### src/include/Execute_consts.svh
`ifndef EXECUTE_CONSTS_SVH
`define EXECUTE_CONSTS_SVH

// Datapath and register file widths.
`define XLEN 32
`define REG_ADDR_WIDTH 5

// Single-bit control levels.
`define ENABLE 1'b1
`define DISABLE 1'b0

// Distance from a jump to its return address.
`define LINK_OFFSET 4

`endif

### src/design/PipelineTypes.sv
`include "Execute_consts.svh"

package PipelineTypes;

  // ====================
  // Basic words
  // ====================

  typedef logic [`XLEN-1:0] BasicData;
  typedef logic [`REG_ADDR_WIDTH-1:0] RegAddr;

  // ====================
  // Operation decoding
  // ====================

  typedef enum logic [3:0] {
    OP_REG,
    OP_IMM,
    OP_LUI,
    OP_AUIPC,
    OP_JAL,
    OP_JALR,
    OP_BRANCH,
    OP_LOAD,
    OP_STORE
  } OpType;

  typedef enum logic [3:0] {
    ADD,
    SUB,
    SLL,
    SLT,
    SLTU,
    XOR,
    SRL,
    SRA,
    OR,
    AND
  } AluCode;

  typedef enum logic [3:0] {
    MUL,
    MULH,
    MULHSU,
    MULHU,
    DIV,
    DIVU,
    REM,
    REMU
  } MulDivCode;

  // The same function field is read by the ALU or by the multiply/divide unit,
  // depending on isMulDiv.
  typedef union packed {
    AluCode aluCode;
    MulDivCode mulDivCode;
  } ExecCode;

  typedef enum logic [2:0] {
    BEQ,
    BNE,
    BLT,
    BGE,
    BLTU,
    BGEU
  } BranchCode;

  typedef enum logic [1:0] {
    BYPASS_NONE,
    BYPASS_EXEC,
    BYPASS_MEM
  } BypassCtrl;

  typedef enum logic [1:0] {
    MEM_BYTE,
    MEM_HALF,
    MEM_WORD
  } MemAccessWidth;

endpackage

### src/design/IntAlu.sv
`timescale 1ns/1ns
`include "Execute_consts.svh"

module IntAlu (
  input  PipelineTypes::AluCode   aluCode,
  input  PipelineTypes::BasicData op1,
  input  PipelineTypes::BasicData op2,
  output PipelineTypes::BasicData aluResult
);

  import PipelineTypes::*;

  logic [$clog2(`XLEN)-1:0] shamt;
  logic lessSigned;
  logic lessUnsigned;

  assign shamt = op2[$clog2(`XLEN)-1:0];
  assign lessSigned = ($signed(op1) < $signed(op2));
  assign lessUnsigned = (op1 < op2);

  always_comb begin
    case (aluCode)
      ADD:  aluResult = op1 + op2;
      SUB:  aluResult = op1 - op2;
      SLL:  aluResult = op1 << shamt;
      SLT:  aluResult = {{(`XLEN-1){1'b0}}, lessSigned};
      SLTU: aluResult = {{(`XLEN-1){1'b0}}, lessUnsigned};
      XOR:  aluResult = op1 ^ op2;
      SRL:  aluResult = op1 >> shamt;
      SRA:  aluResult = BasicData'($signed(op1) >>> shamt);
      OR:   aluResult = op1 | op2;
      AND:  aluResult = op1 & op2;
      default: begin
        aluResult = '0;
      end
    endcase
  end

endmodule

### config.mk
export PLATFORM = sky130hd
export DESIGN_NAME = IntAlu
export DESIGN_NICKNAME = d
export VERILOG_FILES = /design/src/design/PipelineTypes.sv /design/src/design/IntAlu.sv
export VERILOG_INCLUDE_DIRS = /design/src /design/src/include
export SDC_FILE = /design/constraint.sdc
export NUM_CORES = 1
export LEC_CHECK = 0
export BUFFER_PORTS_ARGS = -buffer_cell sky130_fd_sc_hd__buf_2
export CAP_MARGIN = 5
export CORE_UTILIZATION = 50
export DETAILED_ROUTE_END_ITERATION = 8
export PLACE_DENSITY = 0.72
export SETUP_SLACK_MARGIN = 0.5
export SYNTH_ARGS = -nofsm -noshare
export SYNTH_HDL_FRONTEND = slang
export SYNTH_SLANG_ARGS = --single-unit
### constraint.sdc
create_clock -name vclk -period 7.9
set_input_delay 0.79 -clock vclk [all_inputs]
set_output_delay 0.79 -clock vclk [all_outputs]
set_load 0.02 [all_outputs]
Word-level counts from Yosys, hierarchy flattened
Cells that the tools add are included.

operators by class
  add/subtract/negate cells = 2
  order comparisons = 2
  equal/unequal tests = 9
  shifts and indexed selects = 3
  mux-type cells = 1
  bitwise logic cells = 3
  reductions and logical operators = 1

operators by type and width
  cell                  number
  $pmux W32 S10         1
  $lt A32 B32 Y1        2
  $add A32 B32 Y32      1
  $and A32 B32 Y32      1
  $or A32 B32 Y32       1
  $shl A32 B5 Y32       1
  $shr A32 B5 Y32       1
  $sshr A32 B5 Y32      1
  $sub A32 B32 Y32      1
  $xor A32 B32 Y32      1
  $eq A4 B3 Y1 const B  4
  $eq A4 B2 Y1 const B  2
  $eq A4 B4 Y1 const B  2
  $eq A4 B1 Y1 const B  1
  $logic_not A4 Y1      1

storage, ports and cells
  register bits after elaboration = 0
  input port bits = 68
  output and inout bits = 32

Longest topological paths before layout
  word-level depth = 2
  depth in mapped cells = 17
  mapped depth without buffers = 13

Worst setup path before layout
OpenSTA, ideal clock, no wires.

  path type = input port to output port
  start point = input port op2[2]
  end point = output port aluResult[31]
  arrival = 4.528 ns
  required time = 7.110 ns
  path slack = 2.582 ns
  stages on the path = 17
  path through = inv_1 buf_2 buf_2 buf_1 buf_2 ha_1 buf_4 o211a_1 a211oi_1 o31a_1 a21o_1 a21oi_1 a221o_1 a41oi_1 o41ai_2 xnor2_1 o211ai_1

on the way
  longest elaborated chain between the ends = 2
  elaborated cells between the ends (all ways) = 6
  those cells by class = 2 x add/sub; 3 x shift; 1 x mux

RTL lines
  item                                            RTL line      source
  from (decl)                                     IntAlu.sv:7   input PipelineTypes::BasicData op2,
  $sub A32 B32 Y32, or another cell as far along  IntAlu.sv:24  SUB: aluResult = op1 - op2;
  $pmux W32 S10 (*)                               IntAlu.sv:22  case (aluCode)
  to (decl)                                       IntAlu.sv:8   output PipelineTypes::BasicData aluResult

Every way passes the cells marked *; elsewhere a longest branch is shown, timed or not.

Worst setup path after layout
  start point = input port op2[4]
  end point = output port aluResult[27]

Same word-level chain as after synthesis.

==> reports/qor.yml <==
timing:
  tns_ns: 0
  rsz0062_at_grt: "false"
  drv_slew: 0
  tightest_slew_ns: 1.14
  timing.fmax_mhz: 170
  hold_violations: 0
  period_minus_slack_ns: 5.87
  layout_worst_path_cycle_share_pct: 74.3
  slew-limit-headroom_pct: 23.1
  setup_violations: 0
synthesis:
  synth.avg_cell_area_um2: 6.27
  syn-num-nets: 1456
  synth.most_common_cell: "nor2_1"
  syn-cell-area_mm2: 0.00806
  postSynthCellCount: 1287
  synth_top_cells_by_count: "184 x nor2_1, 133 x o21ai_0, 129 x a21oi_1"
  ys_types: 78
  yosys.area.top_type: "ha_1"
  ys_seq_area_share_pct: 0
  synth_top_area_share_pct: 15.4
  ys_warn_count: 0
  synth_area_leaders: "ha_1 15%, nor2_1 8.6%, o21ai_0 8.3%, a21oi_1 8.0%, mux2i_1 6.7%"
global_routing:
  grt_first_pass_wirelength_mm: 53.7
  overflow: 0
  grt_max_degree: 93
  antenna_found_initial: 1
  grt_pass1_vias: 9016
  grt_usage_pct: 42.8
power_and_ir_drop:
  worst_ir_drop_vdd_mv: 0.0422
  powerDensity_mw_per_mm2: 78.5
  power.leakage_nw: 3.92
finish:
  nFlopsAndLatches: 0
  syn2layout_area_growth_pct: 5.91
  seqCellArea_um2: 0
  drive_above_1_share_pct: 11.8
  num-clock-buffers: 0
  layout.nets: 1474
  stdcell_count: 1519
  antenna_cells: 0
flow_run:
  max_cap_viol_count: 0
floorplanning:
  ios: 100
  fp.dieW_um: 129
  coreArea_mm2: 0.0158
  die_y_um: 129
  rows: 46
  start_util_pct: 50.9
  dieArea_mm2: 0.0166
placed_design:
  post-dp-hpwl_mm: 28.7
  gp_congestion: 1.06
  numPlacedInstances: 1519
  portBuffers: 100
route:
  drc: 0
  dr.pass1.iters: 6
  drt_iter0_drc: 1536
  ant_nets: 0
  viasPerCell: 6.80
  wire_per_inst_um: 24.0
  vias: 10300
  drt_wl_total_mm: 36.4
worst_setup_path:
  slowest_delay_ns: 0.60
  cp_data_arrival_time_ns: 5.08
  criticalPathCategory: "in -> out"
  start_kind: "input port"
  crit_fanout: 47
  path_cells: "buf_2, inv_1, ha_1, nor3_2, o21ai_1, a311oi_2, nor3_2, o41ai_2, a31oi_1, o221a_1, o221ai_2, xnor2_1, a221o_1, buf_2"
  endpoint_kind: "primary output"
  cp_slowest_cell: "buf_2"
  cp_data_required_time_ns: 7.11
outcome:
  status: "complete, no violations"
min_path:
  hold_path_class: "in -> out"
cts:
  holdBufCountCts: 0
  post_cts_resized: 0
  post-cts-setup-buffers: 0
[critical path: cells and delay by family]
| family | cells | cell delay, ns |
|---|---|---|
| buf+inv | 3 | 1.33 |
| fa+ha+maj | 1 | 0.56 |
| xor+xnor | 1 | 0.10 |
| compound gates | 7 | 1.96 |
| simple gates | 2 | 0.32 |
[power by group]
part	internal [mW]	total (mW)	switching (mW)
combinational	0.224	0.670	0.446
clock	0	0	0
sequential	0	0	0
total	0.224	0.670	0.446
[routing by layer]
layer,global-route usage [%],share of wire (%),vias to the layer above
li1,-,-,4719
met1,61.7,43,4801
met2,62.9,40,727
met3,8.81,13,86
met4,13.4,3.8,0
met5,0,0,-
[kinds of logic after synthesis]
family / count (synthesis) / synth area share, %
buf+inv: 190 / 9.43
simple gates: 415 / 23.0
xor+xnor: 19 / 2.06
fa+ha+maj: 101 / 15.9
compound gates: 492 / 40.0
mux: 70 / 9.64
[final timing paths]
check | end | cells past startpoint | startpoint
max | aluResult[27] | 14 | op2[4]
min | aluResult[31] | 5 | op2[31]
[placed cells by master (no fill, tap or decap), types with 24 or more instances in the layout]
cell type and count:
nand3_1 25, ha_1 99, nor2_1 183, buf_2 100, nor3_1 27, o211ai_1 27, o21ai_0 133, inv_1 88
a21o_1 24, a21oi_1 129, nand2_1 104, mux2i_1 54
[layout make-up]
class                           instances  area, um^2
Tap cell                              216         270
Fill cell                            1699        7290
Timing Repair Buffer                  116         621
Inverter                               90         338
Multi-Input combinational cell       1097        7310
[metrics by stage]
stage	hold WS [ns]	instance area [um^2]	power [mW]	setup WS, ns	utilization, %
detailed placement	2.15	8540	0.641	2.13	54.0
finish	2.15	8540	0.670	2.03	54.0
global route	2.20	8540	0.712	1.75	54.0
global placement	2.16	8540	0.641	2.26	54.0
CTS	2.16	8540	0.644	2.13	54.0
floorplan	1.96	8060	0.446	2.58	-
No activity file was read; power rests on OpenSTA's default activity.
