===== config.mk =====
export PLATFORM = sky130hd
export DESIGN_NAME = BranchResolver
export DESIGN_NICKNAME = d
export VERILOG_FILES = /design/src/design/PipelineTypes.sv /design/src/design/BranchResolver.sv
export VERILOG_INCLUDE_DIRS = /design/src /design/src/include
export SDC_FILE = /design/constraint.sdc
export NUM_CORES = 1
export LEC_CHECK = 0
export BUFFER_PORTS_ARGS = -buffer_cell sky130_fd_sc_hd__buf_2
export CORE_MARGIN = 2
export CORE_UTILIZATION = 42
export DETAILED_ROUTE_END_ITERATION = 10
export PLACE_DENSITY = 0.95
export SETUP_SLACK_MARGIN = 0.02
export SYNTH_ARGS = -nofsm -noshare
export SYNTH_HDL_FRONTEND = slang
export SYNTH_SLANG_ARGS = --single-unit
export TNS_END_PERCENT = 10

===== constraint.sdc =====
create_clock -name vclk -period 3.1
set_input_delay 0.155 -clock vclk [all_inputs]
set_output_delay 0.155 -clock vclk [all_outputs]
set_load 0.05 [all_outputs]

===== src/include/Execute_consts.svh =====
`ifndef EXECUTE_CONSTS_SVH
`define EXECUTE_CONSTS_SVH

// Datapath and register file widths.
`define XLEN 32
`define REG_ADDR_WIDTH 5

// Single-bit control levels.
`define ENABLE 1'b1
`define DISABLE 1'b0

// Distance from a jump to its return address.
`define LINK_OFFSET 4

`endif


===== src/design/PipelineTypes.sv =====
`include "Execute_consts.svh"

package PipelineTypes;

  // ====================
  // Basic words
  // ====================

  typedef logic [`XLEN-1:0] BasicData;
  typedef logic [`REG_ADDR_WIDTH-1:0] RegAddr;

  // ====================
  // Operation decoding
  // ====================

  typedef enum logic [3:0] {
    OP_REG,
    OP_IMM,
    OP_LUI,
    OP_AUIPC,
    OP_JAL,
    OP_JALR,
    OP_BRANCH,
    OP_LOAD,
    OP_STORE
  } OpType;

  typedef enum logic [3:0] {
    ADD,
    SUB,
    SLL,
    SLT,
    SLTU,
    XOR,
    SRL,
    SRA,
    OR,
    AND
  } AluCode;

  typedef enum logic [3:0] {
    MUL,
    MULH,
    MULHSU,
    MULHU,
    DIV,
    DIVU,
    REM,
    REMU
  } MulDivCode;

  // The same function field is read by the ALU or by the multiply/divide unit,
  // depending on isMulDiv.
  typedef union packed {
    AluCode aluCode;
    MulDivCode mulDivCode;
  } ExecCode;

  typedef enum logic [2:0] {
    BEQ,
    BNE,
    BLT,
    BGE,
    BLTU,
    BGEU
  } BranchCode;

  typedef enum logic [1:0] {
    BYPASS_NONE,
    BYPASS_EXEC,
    BYPASS_MEM
  } BypassCtrl;

  typedef enum logic [1:0] {
    MEM_BYTE,
    MEM_HALF,
    MEM_WORD
  } MemAccessWidth;

endpackage


===== src/design/BranchResolver.sv =====
`timescale 1ns/1ns
`include "Execute_consts.svh"

module BranchResolver (
  input  PipelineTypes::BasicData  pc,
  input  PipelineTypes::OpType     opType,
  input  PipelineTypes::BranchCode brCode,
  input  PipelineTypes::BasicData  rs1Data,
  input  PipelineTypes::BasicData  rs2Data,
  input  PipelineTypes::BasicData  npcOp1,
  input  PipelineTypes::BasicData  npcOp2,
  output PipelineTypes::BasicData  irregPc,
  output logic                     isBranchTaken
);

  import PipelineTypes::*;

  logic condHolds;
  BasicData targetSum;
  BasicData target;

  always_comb begin
    case (brCode)
      BEQ:  condHolds = (rs1Data == rs2Data);
      BNE:  condHolds = (rs1Data != rs2Data);
      BLT:  condHolds = ($signed(rs1Data) < $signed(rs2Data));
      BGE:  condHolds = ($signed(rs1Data) >= $signed(rs2Data));
      BLTU: condHolds = (rs1Data < rs2Data);
      BGEU: condHolds = (rs1Data >= rs2Data);
      default: begin
        condHolds = `DISABLE;
      end
    endcase
  end

  always_comb begin
    case (opType)
      OP_JAL, OP_JALR: isBranchTaken = `ENABLE;
      OP_BRANCH:       isBranchTaken = condHolds;
      default: begin
        isBranchTaken = `DISABLE;
      end
    endcase
  end

  // JALR targets are forced to an even address.
  assign targetSum = npcOp1 + npcOp2;
  assign target = (opType == OP_JALR) ? {targetSum[`XLEN-1:1], 1'b0} : targetSum;

  assign irregPc = target;

endmodule


---- After elaboration in Yosys (flattened, before gate mapping) ----
Cells that the tools add are included.
storage, ports and cells
  register bits ........................... 0
  input port bits ......................... 167
  output and inout bits ................... 33
operators by class
  $add $sub $neg .......................... 1
  order comparisons ....................... 4
  equal/unequal tests ..................... 10
  muxes and demuxes ....................... 3
  reduce and logical (&&, ||, !) cells .... 2
operators with widths
  cell                                           count
  greater-or-equal comparator 32 bit             2
  < comparator 32 bit                            2
  adder 32 bit                                   1
  == test 32 bit                                 1
  != test 32 bit                                 1
  == test 4 x 3 -> 1 bit, second input constant  3
  == test 3 x 2 -> 1 bit, second input constant  2
  == test 3 bit, second input constant           2
  case mux 1 bit (6 select lines)                1
  == test 3 x 1 -> 1 bit, second input constant  1
  zero test 3 bit                                1
  case mux 1 bit (2 select lines)                1
  OR reduction 2 bit                             1
  two-way mux 1 bit                              1

---- Longest topological paths before layout ----
  depth after elaboration ................. 3
  depth in mapped cells ................... 12

---- Least setup slack after synthesis ----
OpenSTA, ideal clock, no wires.
  path type ............................... input port to output port
  start point ............................. in npcOp1[14]
  end point ............................... out irregPc[31]
  data arrival time ....................... 3.216 ns
  setup slack ............................. -0.271 ns
  stages .................................. 9
  cell sequence ........................... ha_1 nand4_2 nor3_2 o2111ai_1 a31oi_2 a21oi_2 o41ai_4 a21oi_2 a311oi_1
between the ends
  longest elaborated chain between the ends .. 1
ends and longest elaborated chain
  item                line                  RTL
  start: declaration  BranchResolver.sv:10  input PipelineTypes::BasicData npcOp1,
  adder 32 bit        BranchResolver.sv:47  assign targetSum = npcOp1 + npcOp2;
  end: declaration    BranchResolver.sv:12  output PipelineTypes::BasicData irregPc,
Every way passes these cells.

---- Worst setup path in the final report ----
  start point ............................. in npcOp1[14]
  end point ............................... out irregPc[29]
Same word-level chain as after synthesis.

==> results.yml <==
finish:
  antenna_cells: 0
  nNetsFinal: 752
  clkbuf_count: 0
  nFillCells: 498
  drive_above_1_share: 0.372
  seqCellArea_um2: 0
  multiInputGateArea_mm2: 0.00230
  layout-area-overhead-vs-synth_pct: 40.0
  seq_cell_count: 0
worst_setup_path:
  crit_type: "input port to output port"
  cp_max_fo: 6
  critPathTopFamily: "compound AO/OA/AOI/OAI gates"
  crit_path_end_kind: "output port"
  cp.required_ns: 2.94
  worstSetupStartpointType: "input port"
  path_cells: "buf_2 > ha_1 > nand4_2 > nor3_2 > o2111ai_1 > a31oi_2 > a21oi_2 > o41ai_4 > a211o_1 > a21oi_1 > xnor2_1 > buf_2"
  critPathSlowestCell: "o41ai_4"
  crit_top_cell: "buf_2"
  critPathBufInv: 2
  path_depth: 12
  critPathArrivalTime_ns: 2.73
  critical-path-max-stage-delay_ns: 0.44
power_and_ir_drop:
  pwr-share-seq: 0
  internal_power_w: 0.000340
  powerDensity_mw_per_mm2: 287
  irDropWorstVdd_mv: 0.226
  swShare: 0.659
  leakage_nw: 2.01
  finalPower_w: 0.000995
  p_sw_w: 0.000656
  pwr-share-comb: 1.000
  clockPowerShare: 0
timing:
  setup_violations: 0
  setup_slack_ns: 0.213
  max_slew_margin: 0.711
  finalCritPeriodShare: 0.931
  hold_viol: 0
  finalMaxSlewViolations: 0
  tightestPinTransition_ns: 0.432
  rsz0062_at_grt: "false"
  clock.fmax_mhz: 346
  min_period_ns: 2.89
status:
  status: "finished clean"
route:
  num_vias: 3175
  drt-met1-wl_um: 2870
  finalWirelength_um: 7580
  drc: 0
  dr_wl_met3_um: 611
  wl_per_cell_um: 12.8
  drtPass1Iterations: 4
  vias_per_cell: 5.37
  wl_met2_um: 3940
  top_layer: "met4"
  ant_nets: 0
  drtIter0Drc: 88
logic_synthesis:
  ys_seq_area_frac: 0
  avgSynthCellArea_um2: 7.12
  synth_compound_area_frac: 0.289
  synth_mux_area_frac: 0.00404
  yosys.area.top_type_share: 0.318
  synth_cells: 348
  postSynthNetCount: 579
  ys_types: 49
  synth_top_family_by_area: "adder cells"
  synthXorXnorAreaFrac: 0.110
  synth-simple-area-share: 0.187
  synth_top_area_cell: "ha_1"
  syn_area_mm2: 0.00248
  synth_fa_ha_area_frac: 0.326
  yosys_warnings: 0
  yosys-top-cells-area: "ha_1, a21oi_1, xnor2_1"
floorplanning:
  die_w_um: 80.8
  die_y_um: 80.8
  num_rows: 27
  ioPinCount: 200
  die_area_mm2: 0.00653
  coreArea_mm2: 0.00561
  initial_core_util: 0.442
grt:
  gr-usage-all-layers: 0.213
  gr-total-overflow: 0
  grt_antenna_before_repair: 0
  grt_pass1_vias: 3052
  grt_start_max_net_pins: 8
  grt_first_pass_wirelength_um: 11700
worst_hold_path:
  hp-class: "input port to output port"
  min_from: "opType[0]"
  hold-path-cell-count: 3
  hold_path_end: "isBranchTaken"
placement:
  dp_hpwl_um: 6760
  gp_congestion: 0.835
  pre_cts_ws_ns: 0.0367
  port-buffer-count: 168
flow_run:
  max_cap_viol_count: 0
clock_tree:
  postCtsHoldBufs: 0
metal layers:
layer	global-route usage	vias up
met5	0	-
met4	0.0576	0
met3	0.0256	16
met2	0.449	154
met1	0.214	1411
li1	-	1594
synthesized netlist by cell type, types with 4 or more instances:
cell / count
a211oi_1: 4
a21o_1: 18
a21oi_1: 42
ha_1: 63
inv_1: 48
nand2_1: 22
nand2b_1: 4
nand3_1: 15
nand4_1: 8
nor2_1: 20
nor3_1: 7
o21ai_0: 10
o21ai_1: 4
xnor2_1: 21
xor2_1: 10
power groups by stage:
stage	sequential, W	combinational [W]	clock, W
6_report	0	0.000995	0
5_1_grt	0	0.00107	0
4_1_cts	0	0.000981	0
3_5_place_dp	0	0.000978	0
3_3_place_gp	0	0.000953	0
2_1_floorplan	0	0.000718	0
worst max-delay path by stage:
stage / from / endpoint
finish: npcOp1[14] / irregPc[29]
detailed placement: npcOp1[0] / irregPc[30]
CTS: npcOp1[0] / irregPc[30]
floorplan: rs2Data[1] / isBranchTaken
global route: npcOp1[0] / irregPc[30]
global placement: npcOp1[0] / irregPc[30]
cells in the final DEF (no fill, tap or decap), drive strengths merged, types with 10 or more instances in the layout:
cell type	n
a21o	18
a21oi	45
buf	173
ha	63
inv	48
nand2	22
nand3	15
nor2	20
o21ai	14
xnor2	21
xor2	10
area by class of cell:
class	instances	area share
Timing Repair Buffer	174	0.258
Multi-Input combinational cell	297	0.664
Inverter	48	0.0520
Tap cell	72	0.0260
timing repair:
action,4_1_cts,5_1_grt
setup buffers,0,1
gates resized for setup,0,10
endpoints found under the setup margin,0,5
per-stage QoR:
step	area [um^2]	TNS (ns)	hold slack (ns)	instances	utilization
final	3470	0	0.680	591	0.618
after floorplan	2480	-0.211	0.613	348	-
after global routing	3470	0	0.697	591	0.618
after detailed placement	3420	0	0.680	590	0.610
after CTS	3420	0	0.679	590	0.610
after global placement	3420	0	0.678	590	0.610
cell families after synthesis:
logic type / Yosys count
compound gates: 108
xor+xnor: 31
fa+ha+maj: 64
buf+inv: 51
mux: 1
simple gates: 93
(Power assumes the default switching activity.)
