<file path="config.mk">
export PLATFORM = sky130hd
export DESIGN_NAME = OperandSwitcher
export DESIGN_NICKNAME = d
export VERILOG_FILES = /design/src/design/PipelineTypes.sv /design/src/design/OperandSwitcher.sv
export VERILOG_INCLUDE_DIRS = /design/src /design/src/include
export SDC_FILE = /design/constraint.sdc
export NUM_CORES = 1
export LEC_CHECK = 0
export BUFFER_PORTS_ARGS = -buffer_cell sky130_fd_sc_hd__buf_2
export CAP_MARGIN = 0
export CORE_AREA = 2 2 102 104
export DETAILED_ROUTE_END_ITERATION = 10
export DIE_AREA = 0 0 104 106
export PLACE_DENSITY = 0.75
export SLEW_MARGIN = 30
export SYNTH_ARGS = -nofsm -noshare
export SYNTH_HDL_FRONTEND = slang
export SYNTH_SLANG_ARGS = --single-unit
</file>
<file path="constraint.sdc">
create_clock -name vclk -period 3.12
set_input_delay 0.156 -clock vclk [all_inputs]
set_output_delay 0.156 -clock vclk [all_outputs]
set_load 0.02 [all_outputs]
</file>
<file path="src/include/Execute_consts.svh">
`ifndef EXECUTE_CONSTS_SVH
`define EXECUTE_CONSTS_SVH

// Datapath and register file widths.
`define XLEN 32
`define REG_ADDR_WIDTH 5

// Single-bit control levels.
`define ENABLE 1'b1
`define DISABLE 1'b0

// Distance from a jump to its return address.
`define LINK_OFFSET 4

`endif

</file>
<file path="src/design/PipelineTypes.sv">
`include "Execute_consts.svh"

package PipelineTypes;

  // ====================
  // Basic words
  // ====================

  typedef logic [`XLEN-1:0] BasicData;
  typedef logic [`REG_ADDR_WIDTH-1:0] RegAddr;

  // ====================
  // Operation decoding
  // ====================

  typedef enum logic [3:0] {
    OP_REG,
    OP_IMM,
    OP_LUI,
    OP_AUIPC,
    OP_JAL,
    OP_JALR,
    OP_BRANCH,
    OP_LOAD,
    OP_STORE
  } OpType;

  typedef enum logic [3:0] {
    ADD,
    SUB,
    SLL,
    SLT,
    SLTU,
    XOR,
    SRL,
    SRA,
    OR,
    AND
  } AluCode;

  typedef enum logic [3:0] {
    MUL,
    MULH,
    MULHSU,
    MULHU,
    DIV,
    DIVU,
    REM,
    REMU
  } MulDivCode;

  // The same function field is read by the ALU or by the multiply/divide unit,
  // depending on isMulDiv.
  typedef union packed {
    AluCode aluCode;
    MulDivCode mulDivCode;
  } ExecCode;

  typedef enum logic [2:0] {
    BEQ,
    BNE,
    BLT,
    BGE,
    BLTU,
    BGEU
  } BranchCode;

  typedef enum logic [1:0] {
    BYPASS_NONE,
    BYPASS_EXEC,
    BYPASS_MEM
  } BypassCtrl;

  typedef enum logic [1:0] {
    MEM_BYTE,
    MEM_HALF,
    MEM_WORD
  } MemAccessWidth;

endpackage

</file>
<file path="src/design/OperandSwitcher.sv">
`timescale 1ns/1ns
`include "Execute_consts.svh"

module OperandSwitcher (
  input  PipelineTypes::BasicData pc,
  input  PipelineTypes::BasicData rs1,
  input  PipelineTypes::BasicData rs2,
  input  PipelineTypes::BasicData imm,
  input  PipelineTypes::OpType    opType,
  output PipelineTypes::BasicData aluOp1,
  output PipelineTypes::BasicData aluOp2,
  output PipelineTypes::BasicData npcOp1,
  output PipelineTypes::BasicData npcOp2
);

  import PipelineTypes::*;

  // ALU operands by operation type.
  always_comb begin
    case (opType)
      OP_IMM, OP_LOAD, OP_STORE: begin
        aluOp1 = rs1;
        aluOp2 = imm;
      end
      OP_LUI: begin
        aluOp1 = '0;
        aluOp2 = imm;
      end
      OP_AUIPC: begin
        aluOp1 = pc;
        aluOp2 = imm;
      end
      OP_JAL, OP_JALR: begin
        aluOp1 = pc;
        aluOp2 = `XLEN'(`LINK_OFFSET);
      end
      default: begin
        aluOp1 = rs1;
        aluOp2 = rs2;
      end
    endcase
  end

  // Only JALR jumps relative to a register, everything else is PC relative.
  assign npcOp1 = (opType == OP_JALR) ? rs1 : pc;
  assign npcOp2 = imm;

endmodule

</file>
Word level (Yosys, flattened, before mapping)
Index checks and enable logic that the tools add are counted.
Widths: inputs -> output; s select.
{ "word_totals": {"inputBits": 132, "register_bits": 0, "output_inout_bits": 128, "word_cells": 13} }
{ "op_classes": {"eq_ne": 7, "reduce_logical": 3, "mux": 3} }
{ "ops": {"columns": ["op", "count"], "rows": [
  ["$pmux 32 s2", 2],
  ["$mux 32", 1],
  ["$eq 4x3->1 const B", 3],
  ["$eq 4x2->1 const B", 2],
  ["$reduce_or 5->1", 1],
  ["$eq 4x1->1 const B", 1],
  ["$eq 4x4->1 const B", 1],
  ["$reduce_or 3->1", 1],
  ["$reduce_or 2->1", 1]
]} }

Logic depth before layout (Yosys ltp)
{ "depth": {"word_depth": 3, "mapped_depth": 6, "mapped_depth_nobuf": 3} }

Worst setup path after synthesis
No wires, ideal clock.
{ "synth_timing": {"path_type": "input to output", "from": "input opType[3]", "to": "output aluOp2[0]", "stages": 5, "setup_slack_ps": 1388, "t_required_ps": 2964, "arrival_ps": 1576, "path_buffers": 2, "path_cell_list": "buf_4 buf_4 nor2b_1 o21a_1 a2111oi_1"} }
{ "synth_between": {"elab_chain_cells": 3, "word_cells_on_any_way": 10, "cone_classes": "eq/ne: 7; mux: 1; reduce/logical: 2"} }
{ "synth_lines": {"columns": ["item", "line", "rtl"], "rows": [
  ["from (decl)", "OperandSwitcher.sv:9", "input PipelineTypes::OpType opType,"],
  ["$eq 4x2->1 (tied with other cells)", "OperandSwitcher.sv:20", "case (opType)"],
  ["$reduce_or 5->1 (no source line) or $reduce_or 2->1 (tied branches)", null, null],
  ["$pmux 32 s2 (*)", "OperandSwitcher.sv:20", null],
  ["to (decl)", "OperandSwitcher.sv:11", "output PipelineTypes::BasicData aluOp2,"]
]} }
Every way passes the cells marked *; elsewhere a longest branch is shown, timed or not.

Worst setup path after layout
{ "layout_timing": {"from": "input opType[2]", "to": "output aluOp2[15]"} }
Same word-level chain as after synthesis.

==> key figures <==
Run status
  • Status: completed

Hold path
  • Hold crit path type: in2out
  • Hold_sp: imm[20]
  • WHS Endpoint: npcOp2[20]
  • WHS Path Cells: 2

Power
  • Register share of total power: 0%
  • Worst IR Drop VDD: around 0.000085 V
  • Pwr Density: between 150 and 200 nW/µm²
  • Sw frac: 58.20%
  • Power Total: 0.9691 mW
  • Clock Power Share: 0%
  • NetSw: roughly 0.56 mW
  • Leakage power: 2.093 nW
  • Internal Power: approximately 0.41 mW
  • Combinational share of power: 100.0%

Setup path
  • CP max-delay cell: a2111oi_2
  • WP data required: ~3000 ps
  • Worst Setup Start Kind: input pin
  • Signal arrival time at the worst endpoint: around 2000 ps
  • Worst path cell trace: buf_4 -> nand2b_1 -> buf_4 -> o22ai_1 -> a2111oi_2 -> buf_2
  • Critical path class: in2out
  • Most used cell, CP: buf_4
  • WP depth: 6
  • CP Max Fanout: 48
  • Worst path max stage delay: 450 ps
  • Crit end category: primary output
  • CP top delay family: buffers and inverters
  • Bufs and invs on worst path: 3

Route
  • Routed Antenna Nets: 0
  • Drt via density: roughly 6.1
  • Routed WL per cell: approximately 16 µm
  • Drt pass-1 iters: 5
  • Vias: between 5000 and 6000
  • Drt drc: 0
  • DRT iter0 DRCs: roughly 260
  • Final wirelength: between 10000 and 15000 µm

Timing
  • Final setup viols: 0
  • Unrepaired setup endpoints after global routing: false
  • Slew @ Worst Pin: roughly 720 ps
  • Tcrit/Tclk final: between 60 and 70%
  • Fmax: about 460 MHz
  • Slew HR: slightly above 50%
  • Fin. Hold Viols: 0
  • Setup TNS: 0 ps
  • Fin. max-slew vios: 0
  • Min Tclk post-route: approximately 2200 ps

Layout
  • Non-Filler Instances: around 830
  • Fin nets: 830
  • Clkbuf count: 0
  • Layout cell share with drive strength beyond 1: 52.73%
  • Filler Cell Count: about 1000
  • Seq cells: 0
  • P&R area growth vs syn: 26.79%
  • Register area: 0 µm²
  • Final Instance Area: 5057 µm²
  • Final core occ: slightly above 50%

Synthesis
  • Post-synth cell types: 27
  • Top-count cell post-synth: o22ai_1
  • Post-synth top cells: 64 x o22ai_1, 61 x mux2_2, 36 x buf_4
  • Post-Syn Nets: 657
  • Synthesized area per cell: between 7 and 8 µm²
  • Synth top area share: ~17%
  • Sequential fraction of the synthesis area: 0%
  • Leading area contributor after synthesis: mux2_2
  • Cells after Synth: roughly 530
  • Main area contributors after synthesis: mux2_2 17%, a2111oi_2 11%, o22ai_1 10%, a221o_1 8.0%, a22o_1 7.0%
  • Cell Area, Synth: around 4000 µm²
  • Yosys warning total: 0

Global route
  • GRT overflow: 0
  • Global Route Usage Sum: 22.23%
  • Met2 usage: between 40 and 50%
  • First-pass GRT wire length: about 21000 µm
  • Initial antenna violation count: 2
  • Grt met1 use: approximately a quarter
  • Pin count of the biggest net entering global routing: between 90 and 100
  • Vias in the first global route: roughly 4600
  • GRT Max-Usage Layer: met2
  • GR Util met3: around 2.6%

Placement
  • DP Area: about 5000 µm²
  • Cells after DPL: ~830
  • Final Wtd Congestion: 0.8817
  • DP Wirelength: 9904 µm
  • PortBufs: 260

Die
  • Initial core utilization: about 40%
  • Row count: 37
  • Core box area: roughly 10000 µm²
  • Die W: about 100 µm
  • Number of I/O pins: between 200 and 300
  • Die height: between 100 and 150 µm
  • Die area: 11020 µm²

Clock tree
  • Hold-fix buffers, CTS: 0
  • Setup Buffers After CTS: 0
  • Cts repair resizes: 0

Flow run
  • Max Cap Viol: 0
-- final cells by class --
cell class                 count  area (µm²)  area share, %
timing repair buffer         270        1409          27.86
antenna                        1       2.502        0.04948
multi-input combinational    423        3465          68.51
tap                          136       170.2          3.365
inverter                       3       11.26         0.2227
-- worst max-delay path by stage --
stage	to	startpoint	slack [ps]
2_1_floorplan	aluOp2[0]	opType[3]	1390
3_3_place_gp	npcOp1[23]	opType[0]	930
3_5_place_dp	aluOp2[15]	opType[2]	950
4_1_cts	aluOp2[15]	opType[2]	920
5_1_grt	aluOp2[15]	opType[3]	810
6_report	aluOp2[15]	opType[2]	960
-- layer usage --
metal  wire length, µm  up-vias  share of wire (%)
met5                13        -              0.095
met4               216        2                1.6
met3               843       20                6.1
met2              7178      222                 52
met1              5483     2388                 40
li1                  -     2410                  -
-- per-stage QoR --
step / setup WS (ps) / hold slack (ps)
floorplan: 1388 / 424.6
global placement: 931.2 / 570.7
detailed placement: 946.9 / 578.0
CTS: 924.2 / 578.2
global route: 809.6 / 588.0
finish: 964.1 / 579.0
-- power groups by stage --
stage / logic, mW / clock network, mW / registers [mW]
after detailed placement: 0.966 / 0 / 0
after global placement: 0.940 / 0 / 0
final: 0.969 / 0.0000000428 / 0
after CTS: 0.969 / 0 / 0
after global routing: 1.04 / 0.0000000428 / 0
after floorplan: 0.668 / 0 / 0
-- cell families after synthesis --
| kind of cell | synth area share (%) |
|---|---|
| simple gates | 21.20 |
| buf+inv | 13.80 |
| mux | 18.04 |
| compound gates | 46.96 |
-- layout by cell type, fill, tap and decap left out, types with 2 or more instances in the layout --
cell type  synthesis  routed
inv_1              3       2
buf_2             24     257
buf_12             0       2
a221o_1           32      32
nor2b_1           31      31
a22o_1            32      32
nand2b_1          35      35
mux2_2            61      61
o22ai_1           64      64
mux2_1             2       2
a2111oi_2         30      30
nand3b_1          32      32
nor2_4             0       2
a21oi_1           32      32
buf_4             36      11
o21a_1            31      31
nor3_1            31      31
No activity file was read; power rests on OpenSTA's default activity.
